### src/logic/sdram_sched_pkg.sv
// Fixed geometry of 4 banks, 13-bit rows, 9-bit columns and a 16-bit data bus
package sdram_sched_pkg;

  //////////////////////////////
  // Geometry
  //////////////////////////////
  localparam int BANKS     = 4;
  localparam int BA_BITS   = 2;
  localparam int ROW_BITS  = 13;
  localparam int COL_BITS  = 9;
  localparam int DQ_BITS   = 16;
  localparam int DM_BITS   = 2;
  localparam int MAX_PORTS = 4;
  localparam int PORT_BITS = 2;

  // RAS_n, CAS_n, WE_n with chip select held low
  typedef enum logic [2:0] {
    CMD_NOP = 3'b111,
    CMD_ACT = 3'b011,
    CMD_RD  = 3'b101,
    CMD_WR  = 3'b100,
    CMD_PRE = 3'b010,
    CMD_REF = 3'b001
  } sdram_cmd_e;

  //////////////////////////////
  // Shared structs
  //////////////////////////////
  typedef struct packed {
    logic                we;
    logic [BA_BITS-1:0]  ba;
    logic [ROW_BITS-1:0] row;
    logic [COL_BITS-1:0] col;
    logic [DQ_BITS-1:0]  wdata;
    logic [DM_BITS-1:0]  be;
  } sdram_req_t;

  typedef struct packed {
    logic                 valid;
    logic [PORT_BITS-1:0] port;
    sdram_req_t           req;
  } sdram_gnt_t;

  typedef struct packed {
    logic                active;
    logic [ROW_BITS-1:0] row;
    logic                rcd_ok;
    logic                ras_ok;
    logic                rp_ok;
  } bank_state_t;

  typedef struct packed {
    sdram_cmd_e          cmd;
    logic [BA_BITS-1:0]  ba;
    logic [ROW_BITS-1:0] addr;
    logic [DQ_BITS-1:0]  dq;
    logic [DM_BITS-1:0]  dm;
    logic                dq_oe;
  } sdram_bus_t;

  typedef struct packed {
    logic                 valid;
    logic [PORT_BITS-1:0] port;
  } rd_launch_t;

endpackage
### src/logic/sdram_sched_top.sv
// PORTS from 1 to 4; all timings in clock cycles, each at least 1
`timescale 1ns/1ns

module sdram_sched_top #(
  parameter int PORTS            = 4,
  parameter int T_RCD            = 2,
  parameter int T_RP             = 2,
  parameter int T_RAS            = 5,
  parameter int T_RC             = 7,
  parameter int CAS_LATENCY      = 2,
  parameter int REFRESH_INTERVAL = 780
) (
  input  logic                                 clk_i,
  input  logic                                 rst_ni,
  input  logic [PORTS-1:0]                     req_valid_i,
  input  sdram_sched_pkg::sdram_req_t          req_i [PORTS],
  output logic [PORTS-1:0]                     ack_o,
  output sdram_sched_pkg::sdram_bus_t          sdram_o,
  input  logic [sdram_sched_pkg::DQ_BITS-1:0]  sdram_dq_i,
  output logic [sdram_sched_pkg::DQ_BITS-1:0]  rdq_o,
  output logic [PORTS-1:0]                     rdq_valid_o
);
  import sdram_sched_pkg::*;

  sdram_gnt_t          gnt;
  logic                served;
  bank_state_t         bank_state [BANKS];
  logic [BANKS-1:0]    act;
  logic [BANKS-1:0]    pre;
  logic [ROW_BITS-1:0] row;
  logic                ref_need;
  logic                trc_ok;
  logic                ref_issue;
  rd_launch_t          rd_launch;

  sdram_port_arbiter #(
    .PORTS (PORTS)
  ) u_port_arbiter (
    .clk_i       (clk_i),
    .rst_ni      (rst_ni),
    .req_valid_i (req_valid_i),
    .req_i       (req_i),
    .served_i    (served),
    .gnt_o       (gnt),
    .ack_o       (ack_o)
  );

  for (genvar b = 0; b < BANKS; b++)
  begin : gen_bank
    sdram_bank_timer #(
      .T_RCD (T_RCD),
      .T_RP  (T_RP),
      .T_RAS (T_RAS)
    ) u_bank_timer (
      .clk_i   (clk_i),
      .rst_ni  (rst_ni),
      .act_i   (act[b]),
      .pre_i   (pre[b]),
      .row_i   (row),
      .state_o (bank_state[b])
    );
  end

  sdram_refresh_timer #(
    .REFRESH_INTERVAL (REFRESH_INTERVAL),
    .T_RC             (T_RC)
  ) u_refresh_timer (
    .clk_i       (clk_i),
    .rst_ni      (rst_ni),
    .ref_issue_i (ref_issue),
    .ref_need_o  (ref_need),
    .trc_ok_o    (trc_ok)
  );

  sdram_cmd_fsm #(
    .PORTS (PORTS)
  ) u_cmd_fsm (
    .clk_i       (clk_i),
    .rst_ni      (rst_ni),
    .gnt_i       (gnt),
    .bank_i      (bank_state),
    .ref_need_i  (ref_need),
    .trc_ok_i    (trc_ok),
    .act_o       (act),
    .pre_o       (pre),
    .row_o       (row),
    .served_o    (served),
    .ref_issue_o (ref_issue),
    .sdram_o     (sdram_o),
    .rd_launch_o (rd_launch)
  );

  sdram_read_return #(
    .PORTS       (PORTS),
    .CAS_LATENCY (CAS_LATENCY)
  ) u_read_return (
    .clk_i       (clk_i),
    .rst_ni      (rst_ni),
    .rd_launch_i (rd_launch),
    .sdram_dq_i  (sdram_dq_i),
    .rdq_o       (rdq_o),
    .rdq_valid_o (rdq_valid_o)
  );

endmodule

### src/logic/sdram_read_return.sv
// CAS_LATENCY must be at least 1; read data is shared and only the strobe names the port
`timescale 1ns/1ns

module sdram_read_return #(
  parameter int PORTS       = 4,
  parameter int CAS_LATENCY = 2
) (
  input  logic                                 clk_i,
  input  logic                                 rst_ni,
  input  sdram_sched_pkg::rd_launch_t          rd_launch_i,
  input  logic [sdram_sched_pkg::DQ_BITS-1:0]  sdram_dq_i,
  output logic [sdram_sched_pkg::DQ_BITS-1:0]  rdq_o,
  output logic [PORTS-1:0]                     rdq_valid_o
);
  import sdram_sched_pkg::*;

  rd_launch_t queue_q [CAS_LATENCY];
  rd_launch_t head;

  assign head = queue_q[CAS_LATENCY-1];

  // One stage per cycle of CAS latency
  always_ff @(posedge clk_i or negedge rst_ni)
  begin
    if (!rst_ni)
    begin
      for (int i = 0; i < CAS_LATENCY; i++)
        queue_q[i] <= '0;
      rdq_valid_o <= '0;
    end
    else
    begin
      queue_q[0] <= rd_launch_i;
      for (int i = 1; i < CAS_LATENCY; i++)
        queue_q[i] <= queue_q[i-1];
      rdq_valid_o <= '0;
      if (head.valid)
        rdq_valid_o[head.port] <= 1'b1;
    end
  end

  always_ff @(posedge clk_i)
  begin
    if (head.valid)
      rdq_o <= sdram_dq_i;
  end

  a_one_reader : assert property (
    @(posedge clk_i) disable iff (!rst_ni) head.valid |=> $onehot(rdq_valid_o)
  ) else $error("read data returned without exactly one port strobe");

endmodule

### src/logic/sdram_cmd_fsm.sv
// One command per clock, no auto-precharge; refresh preempts a grant that is not yet served
`timescale 1ns/1ns

module sdram_cmd_fsm #(
  parameter int PORTS = 4
) (
  input  logic                                  clk_i,
  input  logic                                  rst_ni,
  input  sdram_sched_pkg::sdram_gnt_t           gnt_i,
  input  sdram_sched_pkg::bank_state_t          bank_i [sdram_sched_pkg::BANKS],
  input  logic                                  ref_need_i,
  input  logic                                  trc_ok_i,
  output logic [sdram_sched_pkg::BANKS-1:0]     act_o,
  output logic [sdram_sched_pkg::BANKS-1:0]     pre_o,
  output logic [sdram_sched_pkg::ROW_BITS-1:0]  row_o,
  output logic                                  served_o,
  output logic                                  ref_issue_o,
  output sdram_sched_pkg::sdram_bus_t           sdram_o,
  output sdram_sched_pkg::rd_launch_t           rd_launch_o
);
  import sdram_sched_pkg::*;

  sdram_cmd_e          nxt_cmd;
  sdram_cmd_e          cmd_q;
  logic [BA_BITS-1:0]  nxt_ba;
  logic [BA_BITS-1:0]  ba_q;
  logic [ROW_BITS-1:0] nxt_addr;
  logic [ROW_BITS-1:0] addr_q;
  logic [DQ_BITS-1:0]  dq_q;
  logic [DM_BITS-1:0]  dm_q;
  rd_launch_t          launch_q;
  bank_state_t         tgt;
  logic                any_active;
  logic                all_rp_ok;
  logic                pre_found;
  logic [BA_BITS-1:0]  pre_ba;

  assign tgt   = bank_i[gnt_i.req.ba];
  assign row_o = gnt_i.req.row;

  //////////////////////////////
  // Bank summary for refresh
  //////////////////////////////
  always_comb
  begin
    any_active = 1'b0;
    all_rp_ok  = 1'b1;
    pre_found  = 1'b0;
    pre_ba     = '0;
    // Descending scan so the lowest bank ready for PRE wins
    for (int b = BANKS - 1; b >= 0; b--)
    begin
      any_active = any_active | bank_i[b].active;
      all_rp_ok  = all_rp_ok & bank_i[b].rp_ok;
      if (bank_i[b].active && bank_i[b].ras_ok)
      begin
        pre_found = 1'b1;
        pre_ba    = BA_BITS'(b);
      end
    end
  end

  //////////////////////////////
  // Command decision
  //////////////////////////////
  always_comb
  begin
    nxt_cmd     = CMD_NOP;
    nxt_ba      = gnt_i.req.ba;
    nxt_addr    = gnt_i.req.row;
    act_o       = '0;
    pre_o       = '0;
    served_o    = 1'b0;
    ref_issue_o = 1'b0;

    if (ref_need_i)
    begin
      // Close every bank, then refresh
      if (any_active)
      begin
        if (pre_found)
        begin
          nxt_cmd        = CMD_PRE;
          nxt_ba         = pre_ba;
          nxt_addr       = '0;
          pre_o[pre_ba]  = 1'b1;
        end
      end
      else if (all_rp_ok && trc_ok_i)
      begin
        nxt_cmd     = CMD_REF;
        ref_issue_o = 1'b1;
      end
    end
    else if (gnt_i.valid)
    begin
      if (tgt.active && tgt.row == gnt_i.req.row)
      begin
        // Row hit
        if (tgt.rcd_ok)
        begin
          nxt_cmd  = gnt_i.req.we ? CMD_WR : CMD_RD;
          nxt_addr = ROW_BITS'(gnt_i.req.col);
          served_o = 1'b1;
        end
      end
      else if (tgt.active)
      begin
        // Row miss, close the wrong row first
        if (tgt.ras_ok)
        begin
          nxt_cmd             = CMD_PRE;
          nxt_addr            = '0;
          pre_o[gnt_i.req.ba] = 1'b1;
        end
      end
      else if (tgt.rp_ok && trc_ok_i)
      begin
        nxt_cmd             = CMD_ACT;
        act_o[gnt_i.req.ba] = 1'b1;
      end
    end
  end

  //////////////////////////////
  // Pin registers
  //////////////////////////////
  always_ff @(posedge clk_i or negedge rst_ni)
  begin
    if (!rst_ni)
    begin
      cmd_q    <= CMD_NOP;
      launch_q <= '0;
    end
    else
    begin
      cmd_q          <= nxt_cmd;
      launch_q.valid <= (nxt_cmd == CMD_RD);
      launch_q.port  <= gnt_i.port;
    end
  end

  always_ff @(posedge clk_i)
  begin
    ba_q   <= nxt_ba;
    addr_q <= nxt_addr;
    dq_q   <= gnt_i.req.wdata;
    dm_q   <= ~gnt_i.req.be;
  end

  // Data is driven only in the WR cycle
  assign sdram_o = '{cmd:   cmd_q,
                     ba:    ba_q,
                     addr:  addr_q,
                     dq:    dq_q,
                     dm:    dm_q,
                     dq_oe: cmd_q == CMD_WR};

  assign rd_launch_o = launch_q;

  a_grant_port_in_range : assert property (
    @(posedge clk_i) disable iff (!rst_ni) gnt_i.valid |-> (int'(gnt_i.port) < PORTS)
  ) else $error("grant for a port that does not exist");

endmodule

### src/logic/sdram_refresh_timer.sv
// REFRESH_INTERVAL must be at least 2 and T_RC at least 1; up to 7 refreshes are queued
`timescale 1ns/1ns

module sdram_refresh_timer #(
  parameter int REFRESH_INTERVAL = 780,
  parameter int T_RC             = 7
) (
  input  logic clk_i,
  input  logic rst_ni,
  input  logic ref_issue_i,
  output logic ref_need_o,
  output logic trc_ok_o
);

  localparam int IW = $clog2(REFRESH_INTERVAL + 1);
  localparam int TW = $clog2(T_RC + 1);

  logic [IW-1:0] interval_q;
  logic [2:0]    pending_q;
  logic [TW-1:0] trc_q;
  logic          wrap;

  assign wrap = (interval_q == '0);

  always_ff @(posedge clk_i or negedge rst_ni)
  begin
    if (!rst_ni)
      interval_q <= IW'(REFRESH_INTERVAL - 1);
    else if (wrap)
      interval_q <= IW'(REFRESH_INTERVAL - 1);
    else
      interval_q <= interval_q - 1'b1;
  end

  // Pending refreshes, saturating at 7
  always_ff @(posedge clk_i or negedge rst_ni)
  begin
    if (!rst_ni)
      pending_q <= '0;
    else if (wrap && !ref_issue_i && pending_q != 3'd7)
      pending_q <= pending_q + 1'b1;
    else if (ref_issue_i && !wrap && pending_q != 3'd0)
      pending_q <= pending_q - 1'b1;
  end

  // REF to next ACT or REF
  always_ff @(posedge clk_i or negedge rst_ni)
  begin
    if (!rst_ni)
      trc_q <= '0;
    else if (ref_issue_i)
      trc_q <= TW'(T_RC - 1);
    else if (trc_q != '0)
      trc_q <= trc_q - 1'b1;
  end

  assign ref_need_o = (pending_q != 3'd0);
  assign trc_ok_o   = (trc_q == '0);

  a_ref_only_when_needed : assert property (
    @(posedge clk_i) disable iff (!rst_ni) ref_issue_i |-> (ref_need_o && trc_ok_o)
  ) else $error("REF issued without a pending refresh");

endmodule

### src/logic/sdram_bank_timer.sv
// All timing parameters are in clock cycles and must be at least 1
`timescale 1ns/1ns

module sdram_bank_timer #(
  parameter int T_RCD = 2,
  parameter int T_RP  = 2,
  parameter int T_RAS = 5
) (
  input  logic                                  clk_i,
  input  logic                                  rst_ni,
  input  logic                                  act_i,
  input  logic                                  pre_i,
  input  logic [sdram_sched_pkg::ROW_BITS-1:0]  row_i,
  output sdram_sched_pkg::bank_state_t          state_o
);
  import sdram_sched_pkg::*;

  localparam int T_MAX = (T_RCD > T_RAS) ? ((T_RCD > T_RP) ? T_RCD : T_RP)
                                         : ((T_RAS > T_RP) ? T_RAS : T_RP);
  localparam int CW    = $clog2(T_MAX + 1);

  // Index 0 is tRCD, 1 is tRAS, 2 is tRP
  // A load of T-1 lets the next command appear T cycles after this one
  localparam logic [CW-1:0] LOAD_VAL [3] = '{CW'(T_RCD - 1), CW'(T_RAS - 1), CW'(T_RP - 1)};

  logic [CW-1:0]       cnt_q [3];
  logic [2:0]          load;
  logic                active_q;
  logic [ROW_BITS-1:0] row_q;

  assign load = {pre_i, act_i, act_i};

  //////////////////////////////
  // Down counters
  //////////////////////////////
  always_ff @(posedge clk_i or negedge rst_ni)
  begin
    if (!rst_ni)
    begin
      for (int i = 0; i < 3; i++)
        cnt_q[i] <= '0;
    end
    else
    begin
      for (int i = 0; i < 3; i++)
      begin
        if (load[i])
          cnt_q[i] <= LOAD_VAL[i];
        else if (cnt_q[i] != '0)
          cnt_q[i] <= cnt_q[i] - 1'b1;
      end
    end
  end

  // Open row bookkeeping
  always_ff @(posedge clk_i or negedge rst_ni)
  begin
    if (!rst_ni)
      active_q <= 1'b0;
    else if (act_i)
      active_q <= 1'b1;
    else if (pre_i)
      active_q <= 1'b0;
  end

  always_ff @(posedge clk_i)
  begin
    if (act_i)
      row_q <= row_i;
  end

  assign state_o = '{active: active_q,
                     row:    row_q,
                     rcd_ok: cnt_q[0] == '0,
                     ras_ok: cnt_q[1] == '0,
                     rp_ok:  cnt_q[2] == '0};

  a_act_legal : assert property (
    @(posedge clk_i) disable iff (!rst_ni) act_i |-> (!active_q && state_o.rp_ok)
  ) else $error("ACT to an open bank or before tRP");

  a_pre_legal : assert property (
    @(posedge clk_i) disable iff (!rst_ni) pre_i |-> state_o.ras_ok
  ) else $error("PRE before tRAS");

endmodule

### src/logic/sdram_port_arbiter.sv
// Port 0 has the highest priority; a request must stay valid until its ack pulse
`timescale 1ns/1ns

module sdram_port_arbiter #(
  parameter int PORTS = 4
) (
  input  logic                       clk_i,
  input  logic                       rst_ni,
  input  logic [PORTS-1:0]           req_valid_i,
  input  sdram_sched_pkg::sdram_req_t req_i [PORTS],
  input  logic                       served_i,
  output sdram_sched_pkg::sdram_gnt_t gnt_o,
  output logic [PORTS-1:0]           ack_o
);
  import sdram_sched_pkg::*;

  logic                 gnt_valid_q;
  logic [PORT_BITS-1:0] gnt_port_q;
  sdram_req_t           gnt_req_q;
  logic [PORT_BITS-1:0] pick;

  // Lowest numbered valid port wins
  always_comb
  begin
    pick = '0;
    for (int p = PORTS - 1; p >= 0; p--)
    begin
      if (req_valid_i[p])
        pick = PORT_BITS'(p);
    end
  end

  always_ff @(posedge clk_i or negedge rst_ni)
  begin
    if (!rst_ni)
    begin
      gnt_valid_q <= 1'b0;
      gnt_port_q  <= '0;
      ack_o       <= '0;
    end
    else
    begin
      ack_o <= '0;
      if (served_i)
      begin
        ack_o[gnt_port_q] <= 1'b1;
        gnt_valid_q       <= 1'b0;
      end
      else if (!gnt_valid_q && |req_valid_i)
      begin
        gnt_valid_q <= 1'b1;
        gnt_port_q  <= pick;
      end
    end
  end

  // Request payload captured with the grant
  always_ff @(posedge clk_i)
  begin
    if (!gnt_valid_q)
      gnt_req_q <= req_i[pick];
  end

  assign gnt_o = '{valid: gnt_valid_q, port: gnt_port_q, req: gnt_req_q};

  a_served_needs_grant : assert property (
    @(posedge clk_i) disable iff (!rst_ni) served_i |-> gnt_valid_q
  ) else $error("served without a valid grant");

endmodule

### config.mk
export PLATFORM = sky130hd
export DESIGN_NAME = sdram_sched_top
export DESIGN_NICKNAME = d
export VERILOG_FILES = /design/src/logic/sdram_sched_pkg.sv /design/src/logic/sdram_sched_top.sv /design/src/logic/sdram_read_return.sv /design/src/logic/sdram_cmd_fsm.sv /design/src/logic/sdram_refresh_timer.sv /design/src/logic/sdram_bank_timer.sv /design/src/logic/sdram_port_arbiter.sv
export SDC_FILE = /design/constraint.sdc
export NUM_CORES = 1
export LEC_CHECK = 0
export BUFFER_PORTS_ARGS = -buffer_cell sky130_fd_sc_hd__clkbuf_2
export CAP_MARGIN = 20
export CORE_MARGIN = 1
export CORE_UTILIZATION = 53
export DETAILED_ROUTE_END_ITERATION = 16
export PLACE_DENSITY = 0.87
export SLEW_MARGIN = 25
export SYNTH_ARGS = -nofsm -noshare
export SYNTH_HDL_FRONTEND = slang
export SYNTH_SLANG_ARGS = --single-unit
### constraint.sdc
create_clock -name clk_i -period 4.1 [get_ports clk_i]
set_clock_uncertainty 0.1 [all_clocks]
set_input_delay 0.205 -clock clk_i [delete_from_list [all_inputs] [get_ports clk_i]]
set_output_delay 0.205 -clock clk_i [all_outputs]
set_load 0.1 [all_outputs]
==> out/metrics.yaml <==
grt_pass1_wl_mm: 38.31
area_growth_pct: 32.93
die_y_um: 136.8
drt-wirelength-per-cell_um: 19.11
synth_nets: 894
wl_mm: 24.17
worst_hold_startpoint: "req_i[48]"
core_area_sq_um: 17540
fin_crit_ps: 3680
synth_area_per_inst_sq_um: 14.35
drtAntennaViolNets: 0
max-clock-path-buffers: 3
initial_utilization: 0.5492
grt_util_all_layers: 0.2732
share_comb_of_total_power: 0.066
intPower_mw: 3.889
dpl-instance-area_sq_um: 11180
worstReg2RegStart: "u_port_arbiter.gnt_o[41]$_DFFE_PN_"
power_density_nw_per_um2: 376.6
yosys_warnings: 0
drt_iter0_markers: 419
fin_area_sq_um: 12800
vias: 6993
finalWeightedCongestion: 0.9203
vdd_ir_drop_max_v: 0.0002975
fmaxAchievable_mhz: 271.8
hold_depth: 2
synth-edff-count: 111
die-area_sq_um: 18720
cts.htree.levels: 1
startpoint: "u_port_arbiter.gnt_o[41]$_DFFE_PN_"
cts_made_buffers: 22
postCtsResizedCells: 0
tightestPinTransition_ps: 786.1
setup.worst_path.start_class: "flop"
worst-r2r-setup-slack_ps: 420
power.leakage_nw: 5.635
finalSetupTns_ps: 0
crit_path_max_fanout: 16
largest_net_degree_at_the_start_of_global_routing: 80
final-max-slew-violation-count: 0
port-buffer-count: 254
yosys-top-cells-area: "sky130_fd_sc_hd__edfxtp_1 (35%), sky130_fd_sc_hd__dfrtp_1 (18%), sky130_fd_sc_hd__mux4_2 (13%), sky130_fd_sc_hd__dfxtp_1 (6.9%), sky130_fd_sc_hd__ha_1 (3.6%)"
worst-endpoint-required_ps: 4380
grt_setup_unrepaired: "no"
flip_flop_and_latch_count_after_synthesis: 223
clock_latency_on_the_worst_skew_pair_ps: 500
path_class: "reg2reg"
net-switching-power_mw: 0.9334
cts_tree: "yes"
num-nets-final: 1245
finalSetupViolCount: 0
worstPathArrival_ps: 3960
dpl.hpwl_mm: 15.88
io-pin-count: 255
portion_of_the_clock_cycle_consumed_by_the_worst_path_in_the_final_layout: 0.8975
synth_async_sr_flop_share: 0.3543
worst-r2r-cell-count: 9
mappedNetlistArea_sq_um: 9632
grt_pass1_vias: 7558
regToRegEndpoint: "u_port_arbiter.gnt_valid_q$_DFFE_PN0P_"
post_synth_inst_count: 671
slew_headroom: 0.4759
final_layout_size_suffix_gt1_frac: 0.3642
total_grt_overflow: 0
outcome: "finished, final reports clean"
postCtsSetupBuffers: 0
synth.largest_area_cell: "sky130_fd_sc_hd__edfxtp_1"
worst_setup_hold_path_clk_slew_ps: 60
clock_power_share: 0.446
design_power_total_mw: 4.822
clock-sinks: 223
finalHoldViolations: 0
cts_root_buffer: "sky130_fd_sc_hd__clkbuf_16"
drt-vias-per-instance: 5.528
ys_types: 49
grt_antenna_before_repair: 2
die_x_um: 136.8
timing.hold.worst_endpoint: "u_port_arbiter.gnt_o[5]$_DFFE_PN_"
hold_class: "in2reg"
post-route-drc-count: 0
timing.critical_path.to_type: "flop"
maxCapViolations: 0
drt-pass1-iter-count: 4
seq_power_share: 0.488
yosysSeqAreaShare: 0.6209
postSynth.topFlopCell: "sky130_fd_sc_hd__edfxtp_1"
floorplan.rows: 48
yosysTopAreaCellShare: 0.3461
swShare: 0.1936
-- flip-flops by register name, indices dropped and copies added, names as in the netlist --
register,flops
u_cmd_fsm.cmd_q,3
u_port_arbiter.gnt_port_q,2
u_refresh_timer.trc_q,3
u_port_arbiter.gnt_valid_q,1
u_refresh_timer.pending_q,3
u_port_arbiter.ack_o,4
gen_bank.u_bank_timer.row_q,52
u_read_return.queue_q,3
u_read_return.head,3
u_cmd_fsm.addr_q,13
u_port_arbiter.gnt_o,43
u_cmd_fsm.ba_q,2
gen_bank.u_bank_timer.cnt_q,36
u_read_return.rdq_o,16
u_cmd_fsm.dm_q,2
gen_bank.u_bank_timer.active_q,4
u_cmd_fsm.dq_q,16
u_read_return.rdq_valid_o,4
u_refresh_timer.interval_q,10
u_cmd_fsm.rd_launch_o,3
-- power groups by stage --
stage / Clock [mW] / Sequential (mW) / Combinational (mW)
2_1_floorplan: 0 / 2.40 / 0.101
3_3_place_gp: 0 / 2.40 / 0.217
3_5_place_dp: 0 / 2.40 / 0.224
4_1_cts: 2.18 / 2.35 / 0.305
5_1_grt: 2.27 / 2.35 / 0.339
6_report: 2.15 / 2.35 / 0.316
-- Yosys cell counts (all sizes together), types with 18 or more instances --
cell and count:
a21oi 19, dfrtp 71, dfxtp 33, edfxtp 111
ha 28, inv 45, mux2i 18, mux4 54
nand2 55, nor2 62, o21ai 20, xnor2 26
-- cells in the final DEF, fill, tap and decap left out, drive strengths merged, types with 2 or more instances in the layout --
| cell | n |
|---|---|
| edfxtp | 111 |
| clkinv | 4 |
| nand2 | 55 |
| mux4 | 54 |
| nand3 | 3 |
| nand4 | 6 |
| nor3b | 10 |
| and3 | 8 |
| mux2i | 18 |
| a211o | 3 |
| a21oi | 19 |
| nor3 | 17 |
| clkbuf | 286 |
| nand2b | 5 |
| mux2 | 6 |
| ha | 28 |
| nor4 | 3 |
| nor2b | 8 |
| nor2 | 62 |
| inv | 44 |
| xnor2 | 26 |
| o21ai | 20 |
| diode | 2 |
| dfstp | 8 |
| dlygate4sd3 | 82 |
| bufinv | 3 |
| dfrtp | 71 |
| or3 | 4 |
| buf | 10 |
| xor2 | 15 |
| dfxtp | 33 |
| or4 | 2 |
-- critical path, cell delays in order, from the launching register on --
cell and delay [ps]:
sky130_fd_sc_hd__edfxtp_1 850, sky130_fd_sc_hd__buf_4 320, sky130_fd_sc_hd__buf_4 190, sky130_fd_sc_hd__mux4_2 310, sky130_fd_sc_hd__xnor2_1 190, sky130_fd_sc_hd__nand4_1 150, sky130_fd_sc_hd__nor2_2 190, sky130_fd_sc_hd__o211a_1 590
sky130_fd_sc_hd__a31oi_1 80, sky130_fd_sc_hd__dlygate4sd3_1 590
-- metrics by stage --
step,setup slack (ps),utilization,cells,hold WS (ps)
after global routing,286.4,0.7301,1265,4.558
after CTS,461.3,0.7290,1262,0.1086
final,420.4,0.7301,1265,11.77
after global placement,1114,0.6373,1141,224.1
after floorplan,670.4,-,671,-190.6
after detailed placement,947.7,0.6373,1141,226.9
-- worst max-delay path by stage --
stage,end,slack (ps),depth (start not counted)
6_report,u_port_arbiter.gnt_valid_q$_DFFE_PN0P_,420,9
5_1_grt,u_port_arbiter.gnt_valid_q$_DFFE_PN0P_,290,8
4_1_cts,u_port_arbiter.gnt_valid_q$_DFFE_PN0P_,460,9
3_5_place_dp,u_port_arbiter.ack_o[0]$_DFF_PN0_,950,7
3_3_place_gp,u_port_arbiter.ack_o[0]$_DFF_PN0_,1110,7
2_1_floorplan,sdram_o[0],670,1
-- metal layers --
metal  up-vias  part of all wire  track usage  routed length, um
met5         -                 0            0                  0
met1      3423              0.37       0.3110               8853
met2       346              0.52       0.4882              12690
met3        77             0.063      0.05333               1524
met4         0             0.046       0.1398               1105
li1       3147                 -            -                  -
-- cell families after synthesis --
family,share of synthesized area
flip-flops,0.6209
AO/OA/AOI/OAI,0.03144
multiplexers,0.1524
AND/OR/NAND/NOR,0.09262
XOR/XNOR,0.03728
adder cells (fa/ha/maj),0.03845
buffers and inverters,0.02689
-- cell type report --
class,instances,area [sq um]
flip-flops and latches,223,5981
well taps,225,281.5
clock inverters,7,123.9
multi-input cells,385,3405
clock buffers,33,673.1
fillers,1035,4733
diodes,2,5.005
inverters,45,168.9
repair buffers,345,2166
-- repair_timing --
item	CTS	global route
hold buffers	81	1
hold endpoints to repair	120	1
endpoints found under the setup margin	0	0
Note: power is estimated with default switching activity, not from simulation.
